### src/dcache_params.svh
`ifndef DCACHE_PARAMS_SVH
`define DCACHE_PARAMS_SVH

// Cache geometry
`define DC_LINE_BITS 128
`define DC_NUM_SETS 2
`define DC_NUM_WAYS 2   // LRU logic assumes two ways

// CPU address width
`define DC_ADDR_BITS 32

// 32-bit words in one line, also the APB beat count per line
`define DC_WORDS_PER_LINE 4

`endif

### src/dcache_pkg.sv
package dcache_pkg;

    // Load/store size and direction, funct3 style
    // Stores carry bit 2 set so one code tells load from store
    typedef enum logic [2:0] {
        LB = 3'b000,    // Load byte, sign-extended
        LH = 3'b001,    // Load halfword, sign-extended
        LW = 3'b010,
        SB = 3'b100,
        SH = 3'b101,
        SW = 3'b110
    } access_t;

    // Controller FSM
    typedef enum logic [1:0] {
        IDLE      = 2'b00,  // Accepts requests, serves hits
        WRITEBACK = 2'b01,  // Dirty victim going out
        REFILL    = 2'b10,  // New line coming in
        RESPOND   = 2'b11   // Miss response cycle
    } ctrl_state_t;

endpackage

### src/dcache_align.sv
module dcache_align (
    input  logic [31:0]         word,
    input  logic [1:0]          byte_off,
    input  dcache_pkg::access_t funct3,
    input  logic [31:0]         store_data,
    output logic [31:0]         load_data,
    output logic [31:0]         merged_word
);

    logic [7:0]  sel_byte;
    logic [15:0] sel_half;

    // Halfwords are aligned, so only bit 1 picks the half
    assign sel_byte = word[byte_off*8 +: 8];
    assign sel_half = word[byte_off[1]*16 +: 16];

    // Load path
    always_comb begin
        case (funct3)
            dcache_pkg::LB: load_data = {{24{sel_byte[7]}}, sel_byte};
            dcache_pkg::LH: load_data = {{16{sel_half[15]}}, sel_half};
            default:        load_data = word;
        endcase
    end

    // Store path
    always_comb begin
        merged_word = word;     // Loads leave the word untouched
        case (funct3)
            dcache_pkg::SB: begin
                merged_word[byte_off*8 +: 8] = store_data[7:0];
            end
            dcache_pkg::SH: begin
                merged_word[byte_off[1]*16 +: 16] = store_data[15:0];
            end
            dcache_pkg::SW: begin
                merged_word = store_data;
            end
            default: begin
                merged_word = word;
            end
        endcase
    end

endmodule

### src/dcache_ctrl.sv
`include "dcache_params.svh"

module dcache_ctrl (
    input  logic                     clk,
    input  logic                     reset,
    input  logic [`DC_ADDR_BITS-1:0] addr,
    input  logic [31:0]              write_data,
    input  logic                     read_en,
    input  logic                     write_en,
    input  dcache_pkg::access_t      funct3,
    input  logic [31:0]              align_load,
    input  logic [31:0]              align_merged,
    input  logic                     line_done,
    input  logic [`DC_LINE_BITS-1:0] line_rdata,
    output logic [31:0]              read_data,
    output logic                     resp_valid,
    output logic                     hit,
    output logic                     busy,
    output logic [31:0]              align_word,
    output logic [1:0]               align_byte_off,
    output dcache_pkg::access_t      align_funct3,
    output logic [31:0]              align_store_data,
    output logic                     line_req,
    output logic                     line_write,
    output logic [`DC_ADDR_BITS-1:0] line_addr,
    output logic [`DC_LINE_BITS-1:0] line_wdata
);

    localparam int NUM_SETS  = `DC_NUM_SETS;
    localparam int NUM_WAYS  = `DC_NUM_WAYS;
    localparam int LINE_BITS = `DC_LINE_BITS;
    localparam int OFF_BITS  = $clog2(LINE_BITS / 8);
    localparam int SET_BITS  = $clog2(NUM_SETS);
    localparam int WORD_BITS = $clog2(`DC_WORDS_PER_LINE);
    localparam int WAY_BITS  = $clog2(NUM_WAYS);
    localparam int TAG_BITS  = `DC_ADDR_BITS - SET_BITS - OFF_BITS;

    logic [LINE_BITS-1:0] data_mem [NUM_SETS][NUM_WAYS];
    logic [TAG_BITS-1:0]  tag_mem  [NUM_SETS][NUM_WAYS];
    logic [NUM_WAYS-1:0]  valid    [NUM_SETS];
    logic [NUM_WAYS-1:0]  dirty    [NUM_SETS];
    logic [WAY_BITS-1:0]  lru      [NUM_SETS];  // Victim way of each set

    dcache_pkg::ctrl_state_t state;

    // Latched request
    logic [`DC_ADDR_BITS-1:0] req_addr;
    logic [31:0]              req_wdata;
    dcache_pkg::access_t      req_funct3;
    logic                     req_store;
    logic [WAY_BITS-1:0]      victim;

    // Live request in IDLE, latched one otherwise
    logic [`DC_ADDR_BITS-1:0] cur_addr;
    logic [TAG_BITS-1:0]      cur_tag;
    logic [SET_BITS-1:0]      cur_set;
    logic [WORD_BITS-1:0]     cur_word;

    logic                 hit_any;
    logic [WAY_BITS-1:0]  hit_way;
    logic [WAY_BITS-1:0]  lru_way;
    logic                 victim_dirty;
    logic                 req_fire;
    logic                 hit_fire;
    logic                 miss_fire;
    logic                 wb_done;
    logic                 refill_done;
    logic [LINE_BITS-1:0] fill_line;

    assign cur_addr = (state == dcache_pkg::IDLE) ? addr : req_addr;
    assign cur_tag  = cur_addr[`DC_ADDR_BITS-1 -: TAG_BITS];
    assign cur_set  = cur_addr[OFF_BITS +: SET_BITS];
    assign cur_word = cur_addr[2 +: WORD_BITS];

    // Tag compare across the ways of the indexed set
    always_comb begin
        hit_any = 1'b0;
        hit_way = '0;
        for (int w = 0; w < NUM_WAYS; w++) begin
            if (valid[cur_set][w] && tag_mem[cur_set][w] == cur_tag) begin
                hit_any = 1'b1;
                hit_way = WAY_BITS'(w);
            end
        end
    end

    assign lru_way      = lru[cur_set];
    assign victim_dirty = valid[cur_set][lru_way] && dirty[cur_set][lru_way];

    // Hit and miss are decided from the same compare, in the request cycle
    assign req_fire    = (state == dcache_pkg::IDLE) && (read_en || write_en);
    assign hit_fire    = req_fire && hit_any;
    assign miss_fire   = req_fire && !hit_any;
    assign wb_done     = (state == dcache_pkg::WRITEBACK) && line_done;
    assign refill_done = (state == dcache_pkg::REFILL) && line_done;

    // Word to the aligner comes from the incoming line during refill
    assign align_word = (state == dcache_pkg::REFILL) ? line_rdata[cur_word*32 +: 32]
                                                      : data_mem[cur_set][hit_way][cur_word*32 +: 32];
    assign align_byte_off   = cur_addr[1:0];
    assign align_funct3     = (state == dcache_pkg::IDLE) ? funct3 : req_funct3;
    assign align_store_data = (state == dcache_pkg::IDLE) ? write_data : req_wdata;

    // Refilled line with a pending store already merged in
    always_comb begin
        fill_line = line_rdata;
        if (req_store) begin
            fill_line[cur_word*32 +: 32] = align_merged;
        end
    end

    always_ff @(posedge clk) begin
        if (reset) begin
            state      <= dcache_pkg::IDLE;
            busy       <= 1'b0;
            resp_valid <= 1'b0;
            hit        <= 1'b0;
            line_req   <= 1'b0;
            for (int s = 0; s < NUM_SETS; s++) begin
                valid[s] <= '0;
                dirty[s] <= '0;
                lru[s]   <= '0;
            end
        end else begin
            resp_valid <= 1'b0;     // Single-cycle pulses
            hit        <= 1'b0;
            case (state)
                dcache_pkg::IDLE: begin
                    if (hit_fire) begin
                        resp_valid    <= 1'b1;
                        hit           <= 1'b1;
                        lru[cur_set]  <= ~hit_way;
                        if (write_en) begin
                            dirty[cur_set][hit_way] <= 1'b1;
                        end
                    end else if (miss_fire) begin
                        busy     <= 1'b1;
                        line_req <= 1'b1;
                        state    <= victim_dirty ? dcache_pkg::WRITEBACK : dcache_pkg::REFILL;
                    end
                end
                dcache_pkg::WRITEBACK: begin
                    if (line_done) begin
                        dirty[cur_set][victim] <= 1'b0;
                        state <= dcache_pkg::REFILL;   // line_req stays up for the read
                    end
                end
                dcache_pkg::REFILL: begin
                    if (line_done) begin
                        valid[cur_set][victim] <= 1'b1;
                        dirty[cur_set][victim] <= req_store;
                        lru[cur_set] <= ~victim;
                        line_req     <= 1'b0;
                        busy         <= 1'b0;
                        resp_valid   <= 1'b1;
                        state        <= dcache_pkg::RESPOND;
                    end
                end
                default: begin
                    state <= dcache_pkg::IDLE;
                end
            endcase
        end
    end

    // Arrays, request latch and bridge payload
    always_ff @(posedge clk) begin
        if (req_fire) begin
            req_addr   <= addr;
            req_wdata  <= write_data;
            req_funct3 <= funct3;
            req_store  <= write_en;
        end
        if (hit_fire) begin
            if (write_en) begin
                data_mem[cur_set][hit_way][cur_word*32 +: 32] <= align_merged;
            end else begin
                read_data <= align_load;
            end
        end
        if (miss_fire) begin
            victim <= lru_way;
            if (victim_dirty) begin
                line_addr  <= {tag_mem[cur_set][lru_way], cur_set, {OFF_BITS{1'b0}}};
                line_wdata <= data_mem[cur_set][lru_way];
                line_write <= 1'b1;
            end else begin
                line_addr  <= {cur_tag, cur_set, {OFF_BITS{1'b0}}};
                line_write <= 1'b0;
            end
        end
        if (wb_done) begin
            line_addr  <= {cur_tag, cur_set, {OFF_BITS{1'b0}}};  // Now fetch the new line
            line_write <= 1'b0;
        end
        if (refill_done) begin
            data_mem[cur_set][victim] <= fill_line;
            tag_mem[cur_set][victim]  <= cur_tag;
            if (!req_store) begin
                read_data <= align_load;
            end
        end
    end

endmodule

### src/dcache_apb_bridge.sv
`include "dcache_params.svh"

module dcache_apb_bridge (
    input  logic                     clk,
    input  logic                     reset,
    input  logic                     line_req,
    input  logic                     line_write,
    input  logic [`DC_ADDR_BITS-1:0] line_addr,
    input  logic [`DC_LINE_BITS-1:0] line_wdata,
    input  logic [31:0]              prdata,
    input  logic                     pready,
    output logic                     line_done,
    output logic [`DC_LINE_BITS-1:0] line_rdata,
    output logic                     psel,
    output logic                     penable,
    output logic                     pwrite,
    output logic [`DC_ADDR_BITS-1:0] paddr,
    output logic [31:0]              pwdata
);

    localparam int WORDS     = `DC_WORDS_PER_LINE;
    localparam int WORD_BITS = $clog2(WORDS);

    logic                 active;   // Line transfer in progress
    logic                 phase;    // 0 setup, 1 access
    logic [WORD_BITS-1:0] cnt;      // Current word of the line
    logic                 beat_done;

    assign beat_done = active && phase && pready;

    // Request fields are held by the controller, so these stay stable
    assign psel    = active;
    assign penable = active && phase;
    assign pwrite  = line_write;
    assign paddr   = line_addr + {cnt, 2'b00};
    assign pwdata  = line_wdata[cnt*32 +: 32];

    always_ff @(posedge clk) begin
        if (reset) begin
            active    <= 1'b0;
            phase     <= 1'b0;
            cnt       <= '0;
            line_done <= 1'b0;
        end else begin
            line_done <= 1'b0;
            if (!active) begin
                // line_req is still high in the done cycle, skip it
                if (line_req && !line_done) begin
                    active <= 1'b1;
                    phase  <= 1'b0;
                    cnt    <= '0;
                end
            end else if (!phase) begin
                phase <= 1'b1;
            end else if (pready) begin
                phase <= 1'b0;      // Next beat starts with a setup cycle
                cnt   <= cnt + 1'b1;
                if (cnt == WORD_BITS'(WORDS - 1)) begin
                    active    <= 1'b0;
                    line_done <= 1'b1;
                end
            end
        end
    end

    // Assemble read words, word 0 lands in the low bits
    always_ff @(posedge clk) begin
        if (beat_done && !line_write) begin
            line_rdata[cnt*32 +: 32] <= prdata;
        end
    end

endmodule

### src/dcache_top.sv
`include "dcache_params.svh"

module dcache_top (
    input  logic                     clk,
    input  logic                     reset,
    input  logic [`DC_ADDR_BITS-1:0] addr,
    input  logic [31:0]              write_data,
    input  logic                     read_en,
    input  logic                     write_en,
    input  dcache_pkg::access_t      funct3,
    output logic [31:0]              read_data,
    output logic                     resp_valid,
    output logic                     hit,
    output logic                     busy,
    output logic                     psel,
    output logic                     penable,
    output logic                     pwrite,
    output logic [`DC_ADDR_BITS-1:0] paddr,
    output logic [31:0]              pwdata,
    input  logic [31:0]              prdata,
    input  logic                     pready
);

    // Controller to aligner
    logic [31:0]         align_word;
    logic [1:0]          align_byte_off;
    dcache_pkg::access_t align_funct3;
    logic [31:0]         align_store_data;
    logic [31:0]         align_load;
    logic [31:0]         align_merged;

    // Controller to bridge
    logic                     line_req;
    logic                     line_write;
    logic                     line_done;
    logic [`DC_ADDR_BITS-1:0] line_addr;
    logic [`DC_LINE_BITS-1:0] line_wdata;
    logic [`DC_LINE_BITS-1:0] line_rdata;

    dcache_ctrl u_ctrl (
        .clk              (clk),
        .reset            (reset),
        .addr             (addr),
        .write_data       (write_data),
        .read_en          (read_en),
        .write_en         (write_en),
        .funct3           (funct3),
        .align_load       (align_load),
        .align_merged     (align_merged),
        .line_done        (line_done),
        .line_rdata       (line_rdata),
        .read_data        (read_data),
        .resp_valid       (resp_valid),
        .hit              (hit),
        .busy             (busy),
        .align_word       (align_word),
        .align_byte_off   (align_byte_off),
        .align_funct3     (align_funct3),
        .align_store_data (align_store_data),
        .line_req         (line_req),
        .line_write       (line_write),
        .line_addr        (line_addr),
        .line_wdata       (line_wdata)
    );

    dcache_align u_align (
        .word        (align_word),
        .byte_off    (align_byte_off),
        .funct3      (align_funct3),
        .store_data  (align_store_data),
        .load_data   (align_load),
        .merged_word (align_merged)
    );

    dcache_apb_bridge u_bridge (
        .clk        (clk),
        .reset      (reset),
        .line_req   (line_req),
        .line_write (line_write),
        .line_addr  (line_addr),
        .line_wdata (line_wdata),
        .prdata     (prdata),
        .pready     (pready),
        .line_done  (line_done),
        .line_rdata (line_rdata),
        .psel       (psel),
        .penable    (penable),
        .pwrite     (pwrite),
        .paddr      (paddr),
        .pwdata     (pwdata)
    );

endmodule

### config.mk
export PLATFORM = sky130hd
export DESIGN_NAME = dcache_top
export DESIGN_NICKNAME = d
export VERILOG_FILES = /design/src/dcache_pkg.sv /design/src/dcache_align.sv /design/src/dcache_ctrl.sv /design/src/dcache_apb_bridge.sv /design/src/dcache_top.sv
export VERILOG_INCLUDE_DIRS = /design/src
export SDC_FILE = /design/constraint.sdc
export NUM_CORES = 2
export LEC_CHECK = 0
export BUFFER_PORTS_ARGS = -buffer_cell sky130_fd_sc_hd__buf_4
export CORE_MARGIN = 1.5
export CORE_UTILIZATION = 35
export CTS_CLUSTER_DIAMETER = 80
export DETAILED_ROUTE_END_ITERATION = 12
export SLEW_MARGIN = 20
export SYNTH_ARGS = -nofsm -noshare
export SYNTH_HDL_FRONTEND = slang
export SYNTH_SLANG_ARGS = --single-unit
### constraint.sdc
create_clock -name clk -period 12.4 [get_ports clk]
set_input_delay 2.48 -clock clk [delete_from_list [all_inputs] [get_ports clk]]
set_output_delay 2.48 -clock clk [all_outputs]
set_load 0.05 [all_outputs]
==> metrics.md <==
| Metric | Value |
|---|---|
| Max VDD drop | 0.162 mV |
| Hold Buf Count CTS | 0 |
| Pwr Density | 223 mW/mm^2 |
| Via count | 39,726 |
| NumNets Final | 4,552 |
| Drt initial violations | 6,066 |
| Port Buffers | 203 |
| Met1 Resource Use GR | 34.9% |
| Worst path buffer plus inverter count | 3 |
| Grt peak-use layer | met2 |
| Hold Crit Start | u_ctrl.read_data[30] |
| Overflow after GRT | 0 |
| Reg2Reg Setup Slack | 4.67 ns |
| Comb power frac | 40.3% |
| Internal power | 7610 uW |
| Failing checks | DRC |
| TritonCTS clock tree | done |
| Part of the power in the clock network | 25.8% |
| # Post-CTS Setup Buffers | 0 |
| Post_cts resized | 0 |
| CTS clk-pin slew, worst paths | 0.06 ns |
| FF-to-FF path depth | 15 |
| Cell mode on critical path | buf_4 |
| Clock tree buffer depth | 3 |
| Worst Skew | 0.0565 ns |
| Final hold slack | 0.497 ns |
| Status | complete, but fails checks |
| Synth area leader | edfxtp_1 |
| Seq/Total Area, Yosys | 59.9% |
| CP Max Fanout | 87 |
| Largest net degree at the start of global routing | 130 |
| Post-synth ARST share | 0% |
| Crit. End Element | register |
| Avg Inst Size Synth | 11.7 sq um |
| Critical path class | input pin to register |
| LEAKAGE | 0.0200 uW |
| EDFF count, synth | 979 |
| Max Cap Violations | 0 |
| Number of CTS-inserted buffers | 112 |
| Endpoint of the worst hold path | u_ctrl.read_data[30] |
| Placed cell count | 6,218 |
| Worst setup SP type | input pin |
| Worst path top cell family by delay | compound AO/OA/AOI/OAI gates |
| Arrival time at the worst endpoint | 9.15 ns |
| Initial Util | 35.3% |
| Worst slew pin tran | 1.24 ns |
| Post-synth top area share | 58.0% |
| Synthesis Warnings | 0 |
| H-tree levels | 3 |
| Final setup fails | 0 |
| First-pass GRT wire length | 279,000 microns |
| Total I/O pin count | 206 |
| Crit share post-route | 69.8% |
| Worst hold path class | register to register |
| Root buffer cell | clkbuf_16 |
| Met2 usage | 40.8% |
| Share of power burned in registers | 33.9% |
| Cells after synthesis | 4,322 |
| Drt wl/cell | 31.2 microns |
| Synthesized area | 0.0507 sq mm |
| Die area | 0.147 sq mm |
| Clk sinks | 1,026 |
| Final wirelength | 201,000 microns |
| Vias in the first global route | 37,864 |
| Synth top cells by count | edfxtp_1, nand2_1, a21oi_1, mux2i_1, clkbuf_1 |
| Sw Share | 41.5% |
| Share of cells above drive strength 1 | 14.0% |
| Synth cell types | 88 |
| RSZ-0062 raised after global routing | false |
| Met3 Resource Use GR | 6.37% |
| Vias per std cell | 6.18 |
| Total power | 13,000 uW |
| GRT Util Overall | 26.6% |
| CP max stage delay | 1.00 ns |
| Core region area | 0.144 sq mm |
| Area Overhead vs Synth | 15.1% |
| Psw | 5400 uW |
| DIE HEIGHT | 384 microns |
| F_max | 116 MHz |
| Die W | 384 microns |
| Count leader, synth | edfxtp_1 |
| Initial antenna violation count | 12 |
| Clock latency at the later pin of the worst-skew pair | 0.78 ns |
| Slew Limit Headroom | 17.2% |
| #FFs+latches synth | 1,026 |
| Reg2Reg Capture Point | u_ctrl.data_mem[1][38] |
| Drt pass-1 iters | 10 |
| Worst hold stages | 1 |
| Pins Over Slew Limit | 0 |
| Post-route DRC | 12 |
| Post-Layout Cell Count | 6,430 |
| Final Instance Area | 0.0584 sq mm |
| DP Area | 0.0547 sq mm |
| Final Hold Fails | 0 |
| Worst EP required | 12.90 ns |
| Post-route ant nets | 0 |
| Most area-consuming cells after synthesis | edfxtp_1, mux2i_1, nand2_1 |
| Fin crit period | 8.66 ns |
| GP Congestion | 0.972 |
| TNS Setup | 0 ns |
| Top_reg_cell synth | edfxtp_1 |
| Dpl hpwl | 119,000 microns |
| Rows | 139 |
| CP cell instances | buf_4 > mux2i_4 > buf_4 > o211ai_1 > o22ai_1 > nand4bb_1 > or4b_2 > nor2_8 > buf_4 > a21oi_1 > or3_1 > a31oi_1 > o22ai_1 > a22o_1 |
| Reg-to-Reg Start | u_ctrl.state[0] |
| Critical-path top delay cell | or4b_2 |
power by group through the flow:
stage          Sequential (uW)  Clock [uW]  Combinational, uW
2_1_floorplan             4670           0               2780
3_3_place_gp              4490           0               4970
3_5_place_dp              4490           0               5040
4_1_cts                   4420        3380               5050
5_1_grt                   4430        3500               5400
6_report                  4420        3350               5240
area by class of cell:
cell class	instances	area, sq um
Clock buffer	158	3070
Antenna cell	3	7.51
Timing Repair Buffer	319	2430
Fill cell	13513	85300
Tap cell	1903	2380
Clock inverter	51	597
Sequential cell	1026	30300
Inverter	49	191
Multi-Input combinational cell	2921	19300
worst max path at each step:
stage                     startpoint                       to  slack [ns]  cells after the start
final                        addr[4]   u_ctrl.data_mem[1][38]        3.74                     14
after global placement       addr[4]  u_ctrl.data_mem[0][113]        3.21                     15
after detailed placement     addr[4]  u_ctrl.data_mem[0][113]        3.18                     15
after CTS                    addr[4]   u_ctrl.data_mem[0][17]        3.96                     15
after global routing         addr[4]   u_ctrl.data_mem[1][38]        3.75                     14
after floorplan              read_en     u_ctrl.line_wdata[0]        0.17                      4
cell usage in the layout (no fill, tap or decap), types with 38 or more instances in the layout:
cell type / netlist / routed
a211oi_1: 188 / 188
nor2b_1: 128 / 127
a21oi_1: 332 / 323
and2_1: 141 / 137
mux4_2: 38 / 38
clkbuf_1: 251 / 38
mux2i_1: 320 / 316
o21ai_0: 169 / 169
nand2_1: 681 / 679
xnor2_1: 52 / 52
nand3_1: 89 / 88
inv_1: 46 / 45
a31oi_1: 39 / 39
dfxtp_1: 47 / 45
buf_4: 5 / 315
edfxtp_1: 979 / 979
nor2_1: 139 / 110
nor3_1: 39 / 38
clkbuf_16: 0 / 113
a22o_1: 163 / 163
routing by layer:
metal  up-vias  wire length (microns)
met1     19507                  76100
li1      16564                      -
met2      2986                  87700
met4         2                  11600
met5         -                     10
met3       667                  25400
flip-flops by register name (all words and copies together) (netlist names), 2 cells and up:
| name | cells |
|---|---|
| u_ctrl.line_wdata | 128 |
| u_bridge.line_rdata | 128 |
| u_ctrl.req_wdata | 32 |
| u_ctrl.read_data | 32 |
| u_ctrl.req_addr | 32 |
| u_bridge.cnt | 2 |
| u_ctrl.valid | 4 |
| u_ctrl.lru | 2 |
| u_ctrl.req_funct3 | 3 |
| u_ctrl.data_mem | 512 |
| u_ctrl.dirty | 4 |
| u_ctrl.state | 2 |
| u_ctrl.tag_mem | 108 |
| u_ctrl.line_addr | 28 |
worst register-to-register path, stage by stage (launching register included):
cell and delay (ns):
dfxtp_1 0.36, inv_1 0.18, ha_4 0.22, buf_4 0.62, mux2i_1 0.63, inv_1 0.23, xnor2_1 0.19, nor3_1 0.32
nand3_2 0.71, nor2_8 0.87, buf_4 0.69, a21oi_1 0.08, or3_1 0.36, a31oi_1 0.98, o22ai_1 0.63, a22o_1 0.42
logic make-up after synthesis:
group	Yosys count	synth area share, %
simple gates	1305	11.9
flops	1026	59.9
buf+inv	376	3.01
compound gates	1163	15.4
xor+xnor	54	0.933
other cells	1	0.00740
mux	378	8.47
fa+ha+maj	19	0.469
stage by stage:
| stage | util [%] | worst slack, ns |
|---|---|---|
| after detailed placement | 38.1 | 3.18 |
| after global placement | 38.0 | 3.21 |
| after floorplan | - | 0.169 |
| after global routing | 40.6 | 3.75 |
| final | 40.6 | 3.74 |
| after CTS | 40.6 | 3.96 |
Power figures use the tool's default switching activity.
